[config.mk]
export PLATFORM = sky130hd
export DESIGN_NAME = request_scheduler
export DESIGN_NICKNAME = d
export VERILOG_FILES = /design/src/source/dram_geom_pkg.sv /design/src/source/sched_pkg.sv /design/src/source/request_queue.sv /design/src/source/bank_state.sv /design/src/source/cmd_arbiter.sv /design/src/source/request_scheduler.sv
export SDC_FILE = /design/constraint.sdc
export NUM_CORES = 2
export LEC_CHECK = 0
export BUFFER_PORTS_ARGS = -buffer_cell sky130_fd_sc_hd__buf_2
export CORE_ASPECT_RATIO = 0.6
export CORE_MARGIN = 5
export CORE_UTILIZATION = 55
export CTS_CLUSTER_DIAMETER = 50
export DETAILED_ROUTE_END_ITERATION = 10
export PLACE_DENSITY = 0.8
export SYNTH_ARGS = -nofsm -noshare
export SYNTH_HDL_FRONTEND = slang
export SYNTH_HIERARCHICAL = 1
export SYNTH_SLANG_ARGS = --single-unit
[constraint.sdc]
create_clock -name clk_in -period 14.3 [get_ports clk_in]
set_clock_uncertainty 0.1 [all_clocks]
set_input_delay 1.43 -clock clk_in [delete_from_list [all_inputs] [get_ports clk_in]]
set_output_delay 1.43 -clock clk_in [all_outputs]
set_load 0.02 [all_outputs]
[src/source/dram_geom_pkg.sv]
package dram_geom_pkg;

    // two bank groups of two banks
    localparam int BANK_GROUPS     = 2;
    localparam int BANKS_PER_GROUP = 2;
    localparam int BANKS           = BANK_GROUPS * BANKS_PER_GROUP;
    localparam int BG_BITS         = $clog2(BANK_GROUPS);
    localparam int BA_BITS         = $clog2(BANKS_PER_GROUP);
    localparam int BANK_IDX_BITS   = BG_BITS + BA_BITS;   // flat index is {bg, ba}
    localparam int ROW_BITS        = 8;
    localparam int COL_BITS        = 4;
    localparam int PADDR_BITS      = ROW_BITS + BANK_IDX_BITS + COL_BITS;
    localparam int DATA_BITS       = 64;

    // row on top so consecutive addresses stay in one row
    typedef struct packed {
        logic [ROW_BITS-1:0] row;
        logic [BG_BITS-1:0]  bank_group;
        logic [BA_BITS-1:0]  bank;
        logic [COL_BITS-1:0] col;
    } bus_addr_t;

    typedef enum logic [1:0] {
        CMD_READ      = 2'd0,
        CMD_WRITE     = 2'd1,
        CMD_ACTIVATE  = 2'd2,
        CMD_PRECHARGE = 2'd3
    } cmd_e;

    localparam int CMD_WORD_BITS = 19;
    localparam int LOW_ADDR_BITS = 12;   // row or column, zero extended
    localparam int PIN_BITS      = 4;

    // activate form
    typedef struct packed {
        logic                     act_n;       // low for activate
        logic [PIN_BITS-1:0]      zeros;
        logic [BG_BITS-1:0]       bank_group;
        logic [BA_BITS-1:0]       bank;
        logic [LOW_ADDR_BITS-1:0] addr;        // row
    } row_word_t;

    // read, write and precharge form
    typedef struct packed {
        logic                     act_n;
        logic [PIN_BITS-1:0]      pins;        // command pins below act_n
        logic [BG_BITS-1:0]       bank_group;
        logic [BA_BITS-1:0]       bank;
        logic [LOW_ADDR_BITS-1:0] addr;        // column
    } col_word_t;

    typedef union packed {
        row_word_t row_form;
        col_word_t col_form;
    } cmd_word_u;

    localparam logic [PIN_BITS-1:0] PINS_WRITE     = 4'b1100;
    localparam logic [PIN_BITS-1:0] PINS_READ      = 4'b1101;
    localparam logic [PIN_BITS-1:0] PINS_PRECHARGE = 4'b1010;

    localparam cmd_word_u IDLE_WORD = {CMD_WORD_BITS{1'b1}};   // nothing on the bus

endpackage

[src/source/sched_pkg.sv]
package sched_pkg;

    import dram_geom_pkg::*;

    localparam int AGE_BITS       = 32;
    localparam int QUEUE_DEPTH    = 8;
    localparam int QUEUE_PTR_BITS = $clog2(QUEUE_DEPTH);
    localparam int QUEUE_CNT_BITS = $clog2(QUEUE_DEPTH + 1);

    // bank busy times in cycles
    localparam int PRECHARGE_LATENCY  = 5;
    localparam int ACTIVATION_LATENCY = 8;
    localparam int ACCESS_LATENCY     = 1;
    localparam int BUSY_BITS          = $clog2(ACTIVATION_LATENCY);   // holds latency - 1

    // same-kind command spacing
    localparam int READ_GAP  = 4;
    localparam int WRITE_GAP = 4;

    typedef struct packed {
        logic [BG_BITS-1:0]   bank_group;
        logic [BA_BITS-1:0]   bank;
        logic [ROW_BITS-1:0]  row;
        logic [COL_BITS-1:0]  col;
        logic [DATA_BITS-1:0] data;
        logic                 write;
        logic [AGE_BITS-1:0]  age;     // cycle of arrival
    } req_entry_t;

    typedef struct packed {
        logic       valid;   // queue not empty
        req_entry_t entry;
    } queue_head_t;

    typedef struct packed {
        logic                is_open;
        logic [ROW_BITS-1:0] row;
        logic                busy;
    } bank_view_t;

endpackage

[src/source/request_queue.sv]
`timescale 1ns/1ps

module request_queue (
    input  logic                   clk_in,
    input  logic                   rst_in,
    input  logic                   push,
    input  sched_pkg::req_entry_t  entry,
    input  logic                   pop,
    output sched_pkg::queue_head_t head,
    output logic                   full
);

    import sched_pkg::*;

    req_entry_t                mem [QUEUE_DEPTH];
    logic [QUEUE_PTR_BITS-1:0] wr_ptr;
    logic [QUEUE_PTR_BITS-1:0] rd_ptr;
    logic [QUEUE_CNT_BITS-1:0] count;
    logic [AGE_BITS-1:0]       age_cnt;   // free running cycle count
    req_entry_t                stamped;

    function automatic logic [QUEUE_PTR_BITS-1:0] next_ptr(
        input logic [QUEUE_PTR_BITS-1:0] ptr
    );
        return (ptr == QUEUE_PTR_BITS'(QUEUE_DEPTH - 1)) ? '0 : ptr + 1'b1;
    endfunction

    always_comb begin
        stamped     = entry;
        stamped.age = age_cnt;   // arrival time decides read/write priority
    end

    always_ff @(posedge clk_in) begin
        if (push) begin
            mem[wr_ptr] <= stamped;
        end
    end

    always_ff @(posedge clk_in or posedge rst_in) begin
        if (rst_in) begin
            wr_ptr  <= '0;
            rd_ptr  <= '0;
            count   <= '0;
            age_cnt <= '0;
        end else begin
            age_cnt <= age_cnt + 1'b1;
            if (push) begin
                wr_ptr <= next_ptr(wr_ptr);
            end
            if (pop) begin
                rd_ptr <= next_ptr(rd_ptr);
            end
            case ({push, pop})
                2'b10:   count <= count + 1'b1;
                2'b01:   count <= count - 1'b1;
                default: count <= count;   // both or neither
            endcase
        end
    end

    assign head.valid = (count != '0);
    assign head.entry = mem[rd_ptr];
    assign full       = (count == QUEUE_CNT_BITS'(QUEUE_DEPTH));

    // the top has no handshake, so the sender must respect full
    a_no_push_full: assert property (@(posedge clk_in) disable iff (rst_in)
        push |-> !full)
        else $error("request_queue: push while full");

    a_no_pop_empty: assert property (@(posedge clk_in) disable iff (rst_in)
        pop |-> head.valid)
        else $error("request_queue: pop while empty");

endmodule

[src/source/bank_state.sv]
`timescale 1ns/1ps

module bank_state (
    input  logic                                     clk_in,
    input  logic                                     rst_in,
    input  logic                                     issue,
    input  dram_geom_pkg::cmd_e                      cmd,
    input  logic [dram_geom_pkg::BANK_IDX_BITS-1:0]  bank_idx,
    input  logic [dram_geom_pkg::ROW_BITS-1:0]       row,
    output sched_pkg::bank_view_t [dram_geom_pkg::BANKS-1:0] banks
);

    import dram_geom_pkg::*;
    import sched_pkg::*;

    logic [BUSY_BITS-1:0] load_val;
    bank_view_t           target;   // bank addressed by the current command

    // the issue cycle itself counts, so load one less than the latency
    always_comb begin
        case (cmd)
            CMD_PRECHARGE: load_val = BUSY_BITS'(PRECHARGE_LATENCY - 1);
            CMD_ACTIVATE:  load_val = BUSY_BITS'(ACTIVATION_LATENCY - 1);
            default:       load_val = BUSY_BITS'(ACCESS_LATENCY - 1);
        endcase
    end

    for (genvar b = 0; b < BANKS; b++) begin : g_bank
        logic                 hit;
        logic                 open_q;
        logic [ROW_BITS-1:0]  row_q;
        logic [BUSY_BITS-1:0] busy_cnt;

        assign hit = issue && (bank_idx == BANK_IDX_BITS'(b));

        always_ff @(posedge clk_in or posedge rst_in) begin
            if (rst_in) begin
                open_q   <= 1'b0;
                busy_cnt <= '0;
            end else if (hit) begin
                busy_cnt <= load_val;
                if (cmd == CMD_ACTIVATE) begin
                    open_q <= 1'b1;
                end else if (cmd == CMD_PRECHARGE) begin
                    open_q <= 1'b0;
                end
            end else if (busy_cnt != '0) begin
                busy_cnt <= busy_cnt - 1'b1;
            end
        end

        always_ff @(posedge clk_in) begin
            if (hit && cmd == CMD_ACTIVATE) begin
                row_q <= row;   // row latched on activate
            end
        end

        assign banks[b].is_open = open_q;
        assign banks[b].row     = row_q;
        assign banks[b].busy    = (busy_cnt != '0);
    end

    assign target = banks[bank_idx];

    // activate wants a closed bank, everything else an open one
    a_open_state: assert property (@(posedge clk_in) disable iff (rst_in)
        issue |-> ((cmd == CMD_ACTIVATE) != target.is_open))
        else $error("bank_state: command %0d to bank %0d in wrong open state", cmd, bank_idx);

    a_row_hit: assert property (@(posedge clk_in) disable iff (rst_in)
        issue && (cmd == CMD_READ || cmd == CMD_WRITE) |-> target.row == row)
        else $error("bank_state: access to bank %0d misses open row", bank_idx);

    a_not_busy: assert property (@(posedge clk_in) disable iff (rst_in)
        issue |-> !target.busy)
        else $error("bank_state: command to busy bank %0d", bank_idx);

endmodule

[src/source/cmd_arbiter.sv]
`timescale 1ns/1ps

module cmd_arbiter (
    input  logic                                 clk_in,
    input  logic                                 rst_in,
    input  logic                                 cmd_ready,
    input  logic                                 bursting,
    input  sched_pkg::queue_head_t               read_head,
    input  sched_pkg::queue_head_t               write_head,
    output logic                                 read_pop,
    output logic                                 write_pop,
    output logic                                 valid_out,
    output dram_geom_pkg::cmd_e                  cmd_out,
    output logic [dram_geom_pkg::BG_BITS-1:0]    bank_group_out,
    output logic [dram_geom_pkg::BA_BITS-1:0]    bank_out,
    output logic [dram_geom_pkg::ROW_BITS-1:0]   row_out,
    output logic [dram_geom_pkg::COL_BITS-1:0]   col_out,
    output logic [dram_geom_pkg::DATA_BITS-1:0]  val_out,
    output dram_geom_pkg::cmd_word_u             addr_out
);

    import dram_geom_pkg::*;
    import sched_pkg::*;

    queue_head_t              heads     [2];   // 0 read, 1 write
    logic [BANK_IDX_BITS-1:0] head_bank [2];
    cmd_e                     head_cmd  [2];
    logic [1:0]               servable;
    bank_view_t [BANKS-1:0]   banks;

    logic [AGE_BITS-1:0]      cycle_cnt;
    logic [AGE_BITS-1:0]      last_read;
    logic [AGE_BITS-1:0]      last_write;
    logic                     read_gap_ok;
    logic                     write_gap_ok;

    logic                     write_first;   // write head is older
    logic                     take;
    logic                     sel;           // 1 picks the write head
    req_entry_t               pick;
    cmd_e                     pick_cmd;
    logic [BANK_IDX_BITS-1:0] pick_bank;
    logic                     access;
    cmd_word_u                word;

    assign heads[0] = read_head;
    assign heads[1] = write_head;

    assign read_gap_ok  = (cycle_cnt - last_read) >= AGE_BITS'(READ_GAP);
    assign write_gap_ok = (cycle_cnt - last_write) >= AGE_BITS'(WRITE_GAP);

    // next command of each head follows from its bank
    always_comb begin
        for (int h = 0; h < 2; h++) begin
            head_bank[h] = {heads[h].entry.bank_group, heads[h].entry.bank};
            if (!banks[head_bank[h]].is_open) begin
                head_cmd[h] = CMD_ACTIVATE;
            end else if (banks[head_bank[h]].row != heads[h].entry.row) begin
                head_cmd[h] = CMD_PRECHARGE;   // wrong row open
            end else if (heads[h].entry.write) begin
                head_cmd[h] = CMD_WRITE;
            end else begin
                head_cmd[h] = CMD_READ;
            end
            servable[h] = heads[h].valid && !banks[head_bank[h]].busy
                && (head_cmd[h] != CMD_READ || read_gap_ok)
                && (head_cmd[h] != CMD_WRITE || write_gap_ok)
                && (h == 0 || !bursting);   // writes wait out a burst
        end
    end

    // an empty head never counts as older, read wins a tie
    assign write_first = write_head.valid
        && (!read_head.valid || write_head.entry.age < read_head.entry.age);

    always_comb begin
        sel  = write_first;
        take = 1'b0;
        if (cmd_ready) begin
            if (servable[write_first]) begin
                take = 1'b1;
            end else if (servable[!write_first] && head_bank[0] != head_bank[1]) begin
                sel  = !write_first;   // younger head may pass only on another bank
                take = 1'b1;
            end
        end
    end

    assign pick      = heads[sel].entry;
    assign pick_cmd  = head_cmd[sel];
    assign pick_bank = head_bank[sel];
    assign access    = (pick_cmd == CMD_READ) || (pick_cmd == CMD_WRITE);

    // activate and precharge leave the request queued
    assign read_pop  = take && !sel && access;
    assign write_pop = take && sel && access;

    always_comb begin
        word = IDLE_WORD;
        if (pick_cmd == CMD_ACTIVATE) begin
            word.row_form.act_n      = 1'b0;
            word.row_form.zeros      = '0;
            word.row_form.bank_group = pick.bank_group;
            word.row_form.bank       = pick.bank;
            word.row_form.addr       = LOW_ADDR_BITS'(pick.row);
        end else begin
            word.col_form.act_n      = 1'b1;
            case (pick_cmd)
                CMD_WRITE: word.col_form.pins = PINS_WRITE;
                CMD_READ:  word.col_form.pins = PINS_READ;
                default:   word.col_form.pins = PINS_PRECHARGE;
            endcase
            word.col_form.bank_group = pick.bank_group;
            word.col_form.bank       = pick.bank;
            word.col_form.addr       = LOW_ADDR_BITS'(pick.col);
        end
    end

    bank_state bank_table (
        .clk_in   (clk_in),
        .rst_in   (rst_in),
        .issue    (take),
        .cmd      (pick_cmd),
        .bank_idx (pick_bank),
        .row      (pick.row),
        .banks    (banks)
    );

    always_ff @(posedge clk_in or posedge rst_in) begin
        if (rst_in) begin
            cycle_cnt  <= '0;
            last_read  <= AGE_BITS'(0) - AGE_BITS'(READ_GAP);    // first read may go at once
            last_write <= AGE_BITS'(0) - AGE_BITS'(WRITE_GAP);
            valid_out  <= 1'b0;
            addr_out   <= IDLE_WORD;
        end else begin
            cycle_cnt <= cycle_cnt + 1'b1;
            valid_out <= take;
            addr_out  <= take ? word : IDLE_WORD;
            if (take && pick_cmd == CMD_READ) begin
                last_read <= cycle_cnt;
            end
            if (take && pick_cmd == CMD_WRITE) begin
                last_write <= cycle_cnt;
            end
        end
    end

    // decoded fields, qualified by valid_out
    always_ff @(posedge clk_in) begin
        if (take) begin
            cmd_out        <= pick_cmd;
            bank_group_out <= pick.bank_group;
            bank_out       <= pick.bank;
            row_out        <= pick.row;
            col_out        <= pick.col;
            val_out        <= (pick_cmd == CMD_WRITE) ? pick.data : '0;
        end
    end

    a_valid_not_idle: assert property (@(posedge clk_in) disable iff (rst_in)
        valid_out |-> addr_out != IDLE_WORD)
        else $error("cmd_arbiter: valid command carries the idle word");

endmodule

[src/source/request_scheduler.sv]
`timescale 1ns/1ps

module request_scheduler (
    input  logic                                 clk_in,
    input  logic                                 rst_in,
    input  logic                                 valid_in,
    input  logic                                 write_in,
    input  logic [dram_geom_pkg::PADDR_BITS-1:0] mem_bus_addr_in,
    input  logic [dram_geom_pkg::DATA_BITS-1:0]  val_in,
    input  logic                                 cmd_ready,
    input  logic                                 bursting,
    output logic                                 read_full,
    output logic                                 write_full,
    output logic                                 valid_out,
    output dram_geom_pkg::cmd_e                  cmd_out,
    output logic [dram_geom_pkg::BG_BITS-1:0]    bank_group_out,
    output logic [dram_geom_pkg::BA_BITS-1:0]    bank_out,
    output logic [dram_geom_pkg::ROW_BITS-1:0]   row_out,
    output logic [dram_geom_pkg::COL_BITS-1:0]   col_out,
    output logic [dram_geom_pkg::DATA_BITS-1:0]  val_out,
    output dram_geom_pkg::cmd_word_u             addr_out
);

    import dram_geom_pkg::*;
    import sched_pkg::*;

    bus_addr_t   addr_view;
    req_entry_t  new_entry;
    queue_head_t read_head;
    queue_head_t write_head;
    logic        read_pop;
    logic        write_pop;

    assign addr_view = mem_bus_addr_in;

    assign new_entry = '{
        bank_group: addr_view.bank_group,
        bank:       addr_view.bank,
        row:        addr_view.row,
        col:        addr_view.col,
        data:       val_in,
        write:      write_in,
        age:        '0           // stamped inside the queue
    };

    request_queue read_queue (
        .clk_in (clk_in),
        .rst_in (rst_in),
        .push   (valid_in && !write_in),
        .entry  (new_entry),
        .pop    (read_pop),
        .head   (read_head),
        .full   (read_full)
    );

    request_queue write_queue (
        .clk_in (clk_in),
        .rst_in (rst_in),
        .push   (valid_in && write_in),
        .entry  (new_entry),
        .pop    (write_pop),
        .head   (write_head),
        .full   (write_full)
    );

    cmd_arbiter arbiter (
        .clk_in         (clk_in),
        .rst_in         (rst_in),
        .cmd_ready      (cmd_ready),
        .bursting       (bursting),
        .read_head      (read_head),
        .write_head     (write_head),
        .read_pop       (read_pop),
        .write_pop      (write_pop),
        .valid_out      (valid_out),
        .cmd_out        (cmd_out),
        .bank_group_out (bank_group_out),
        .bank_out       (bank_out),
        .row_out        (row_out),
        .col_out        (col_out),
        .val_out        (val_out),
        .addr_out       (addr_out)
    );

endmodule

Yosys cells after proc, flatten, opt, wreduce, memory -nomap -nowiden:

Memory sizes are Yosys's and may differ from the RTL's.
Index checks and enable logic that the tools add are counted.

* memories kept: 2
* register bits: 328
* bits in writable memories: 1776
* bits of input ports: 84

Memory list
* read_queue.mem: depth 8, bits a word 111, read ports 1, clocked after Yosys merged registers in 0, wr ports 1, RTL line request_queue.sv:15 `req_entry_t mem [QUEUE_DEPTH];`
* write_queue.mem: depth 8, bits a word 111, read ports 1, clocked after Yosys merged registers in 0, wr ports 1, RTL line request_queue.sv:15

* mux-type cells: 53
* $add $sub $neg: 17
* order comparisons: 8
* equal/unequal tests: 21
* reduce and logical (&&, ||, !) cells: 59
* bitwise operators: 1

Operators with widths (number)
* 111-bit 2-to-1 mux: 3
* 32-bit by 1-bit adder with 32-bit output (second input constant): 3
* 32-bit by 3-bit >= comparator with 1-bit output (second input constant): 2
* 32-bit subtractor: 2
* 10-bit binary-select mux with 2-bit select: 2
* 19-bit 2-to-1 mux: 2
* 3-bit 2-to-1 mux: 12
* 32-bit < comparator: 1
* 1-bit logical AND: 25
* 10-bit 2-to-1 mux: 2
* 2-bit 2-to-1 mux: 10
* 1-bit 2-to-1 mux: 18
* 2-bit nonzero test: 9
* 8-bit != test: 2
* 4-bit one-hot mux with 2 select lines: 2
* 3-bit by 1-bit adder with 3-bit output (second input constant): 4
* 2-bit equality test (second input constant): 6
* 3-bit equality test (second input constant): 4
* 3-bit one-hot mux with 2 select lines: 2
* 3-bit nonzero test: 4
* 3-bit by 1-bit subtractor with 3-bit output (second input constant): 4
* 4-bit by 1-bit adder with 4-bit output (second input constant): 2
* 2-bit by 1-bit equality test with 1-bit output (second input constant): 4
* 4-bit equality test (second input constant): 2
* other kinds (12): 32

Depth between registers and ports, before layout:

* word-level depth: 26
* gate-level depth with buffers: 29
* mapped depth without buffers: 24

Cells and area by module:

The synthesis kept the hierarchy.

By module, submodules not included
* request_queue: sequential area each 27716.6 µm², instances 2, area each 35587.9 µm², cells an instance 1460
* cmd_arbiter: sequential area each 5298.8 µm², instances 1, area each 14188.6 µm², cells an instance 1414
* bank_state: sequential area each 1361.3 µm², instances 1, area each 1905.6 µm², cells an instance 119
* request_scheduler: sequential area each 0.0 µm², instances 1, area each 20.0 µm², cells an instance 3

Least setup slack after synthesis:

OpenSTA, ideal clock, no wires.

* kind: in2reg
* start: input write_in
* end: memory read_queue/mem[0][0] (netlist name), enable pin
* arrival: 9292 ps
* library setup time: 717 ps
* path buffers: 0
* slack: 4192 ps
* cell stages on the path: 3
* cells stage by stage: and2b_2 -> nand2b_1 -> nor3_1

* word-level cells in the longest chain between the ends: 4

Ends and longest elaborated chain
* start, declared: RTL line request_scheduler.sv:7 `input logic write_in,`
* 1-bit zero test: RTL line request_scheduler.sv:49 `.push (valid_in && !write_in),`
* 1-bit logical AND: RTL line request_scheduler.sv:49
* 1-bit 2-to-1 mux: RTL line request_queue.sv:34 `if (push) begin`
* 1-bit 2-to-1 mux (not written as such): RTL line request_queue.sv:35 `mem[wr_ptr] <= stamped;`
* end, declared: RTL line request_queue.sv:15

Every way passes these cells.

==> metrics.cfg <==
[clock_network]
cts-resized-gates=0
insertion_delay_ps=860
cts_buffers=183
root_buffer=clkbuf_16
clockBufferDepth=3
clk_pin_slew_ps=70
cts_tree=yes
post_cts_buffers=0
h-tree-depth=4
cts_sinks=2100
hold_buffers=0

[critical_path]
crit_fanout=61
cp_data_required_time_ps=14910
critPathBufInv=2
crit_path_top_delay_cell=dfrtp_4
endpoint_kind=register
crit_type=register to register
crit_chain=buf_4 > mux4_2 > mux2_2 > mux4_2 > xnor2_1 > nand4_1 > nor2_1 > and2_1 > nor2b_1 > a41oi_1 > nand2_1 > a21oi_1 > o221a_4 > inv_2 > nor3b_1 > ha_1 > xor2_1 > ha_1 > a21oi_1 > xor2_1 > nor2_1 > xor2_1
critPathLaunchType=register
cp_slowest_stage_delay_ps=1070
r2r_start=write_queue/rd_ptr[1]
cp-startpoint=write_queue/rd_ptr[1]
cp_common_cell=xor2_1
critPathArrivalTime_ps=8870
cpLargestDelayFamily=simple AND/OR/NAND/NOR gates

[power]
irDropWorstVdd_mv=0.137
p_leak_nw=31.7
power.density_nw_per_um2=148

[min_path]
hold_path_class=register to register
hold_start=read_queue/count[3]

[cells_and_area]
fin_area_um2=96500
fillers=10600
layout.nets=4893
drive_above_1_share_pct=29.5
final_cell_mix=edfxtp_1, mux4_2, buf_2
layout_commonest_cell=edfxtp_1
ff_latch_area_um2=62100
multiInputGateArea_um2=23500
synthToLayoutAreaGrowth_pct=10.5

[floorplanning]
die-height_um=319
fp.dieW_um=524
dieArea_um2=167000
num_rows=113
coreArea_um2=158000
initial_core_util_pct=55.3
ios=186

[global_routing]
grt_pass1_vias=44900
antenna_found_initial=14
grt-ovfl-total=0
grt_start_max_net_pins=129
gr-usage-all-layers_pct=24.6
grt_pass1_wl_mm=303

[sta]
max_freq_mhz=121
post-route-min-period_ps=8250
relSlewSlack_pct=16.8
maxSlewViolCount=0
worstMarginPinSlew_ps=1240
finalHoldViolations=0
setup_viol=0
timing.hold.ws_ps=386
period_share_pct=57.7
timing.setup.tns_ps=0
rsz0062_at_grt=no

[drt]
drc_errors=0
viasPerCell=6.39
ant_nets=0
first_iter_violations=5883
wl_mm=204
drtPass1Iterations=6
post_drt_wl_per_cell_um=29.3
via_count=44600

[synthesis]
syn-cell-area_um2=87300
yosys_warnings=6
syn_nets=4659
synth_cells=4455
avgSynthCellArea_um2=19.6

[run_status]
status=finished, final reports clean

[place]
place_congestion=0.981
port_buffers=185
place_area_um2=90300
dpl.hpwl_mm=112

[job]
drv_cap=0

cell type report:
class	instances	share of cell area, %
diodes	5	0.0130
clock buffers	233	5.08
clock inverters	107	1.28
inverters	144	0.563
multi-input cells	2018	24.4
flip-flops and latches	2100	64.4
well taps	2127	2.76
repair buffers	242	1.52
power by group:
group | internal, mW | switching, mW
registers | 7.23 | 0.172
logic | 0.632 | 1.20
clock network | 2.79 | 2.28
worst paths after layout:
check                                                                 to  slack [ps]  cells after the start
worst min-delay path                                 read_queue/count[3]         390                      1
worst min register to register                       read_queue/count[3]         390                      1
worst max-delay path                                write_queue/count[2]        6050                     22
min in group asynchronous       arbiter/bank_table/g_bank[1].busy_cnt[0]         730                      2
worst max register to register                      write_queue/count[2]        6050                     22
max in group asynchronous                           arbiter/last_read[0]       12040                      3
metrics by stage:
step | cells | util (%) | power (mW) | worst slack, ps
finish | 6976 | 61.1 | 14.3 | 6050
global route | 6974 | 61.1 | 14.8 | 5530
CTS | 6971 | 61.1 | 14.4 | 6130
detailed placement | 6631 | 57.2 | 9.33 | 6190
global placement | 6631 | 57.2 | 9.26 | 6400
floorplan | 4455 | - | 8.69 | 4190
metal layers:
metal  routed length, um  GRT usage (%)  share of wire [%]
met3               21900           5.46                 11
met1               84900           38.0                 42
met2               93000           36.0                 46
met4                4240           6.05                2.1
met5                  34          0.144              0.017
flip-flops by register name, summed over array words and instances, names as in the netlist, 2 cells and up:
signal                              flops
read_queue/age_cnt                     32
arbiter/cmd_out                         2
write_queue/age_cnt                    32
arbiter/cycle_cnt                      32
arbiter/bank_table/g_bank.busy_cnt     12
arbiter/row_out                         8
write_queue/count                       4
read_queue/wr_ptr                       3
arbiter/val_out                        64
read_queue/mem                        888
arbiter/addr_out                       15
write_queue/rd_ptr                      3
arbiter/bank_table/g_bank.open_q        4
arbiter/last_write                     32
arbiter/col_out                         4
write_queue/mem                       888
arbiter/bank_table/g_bank.row_q        32
read_queue/rd_ptr                       3
read_queue/count                        4
write_queue/wr_ptr                      3
arbiter/last_read                      32
No activity file was read; power rests on OpenSTA's default activity.
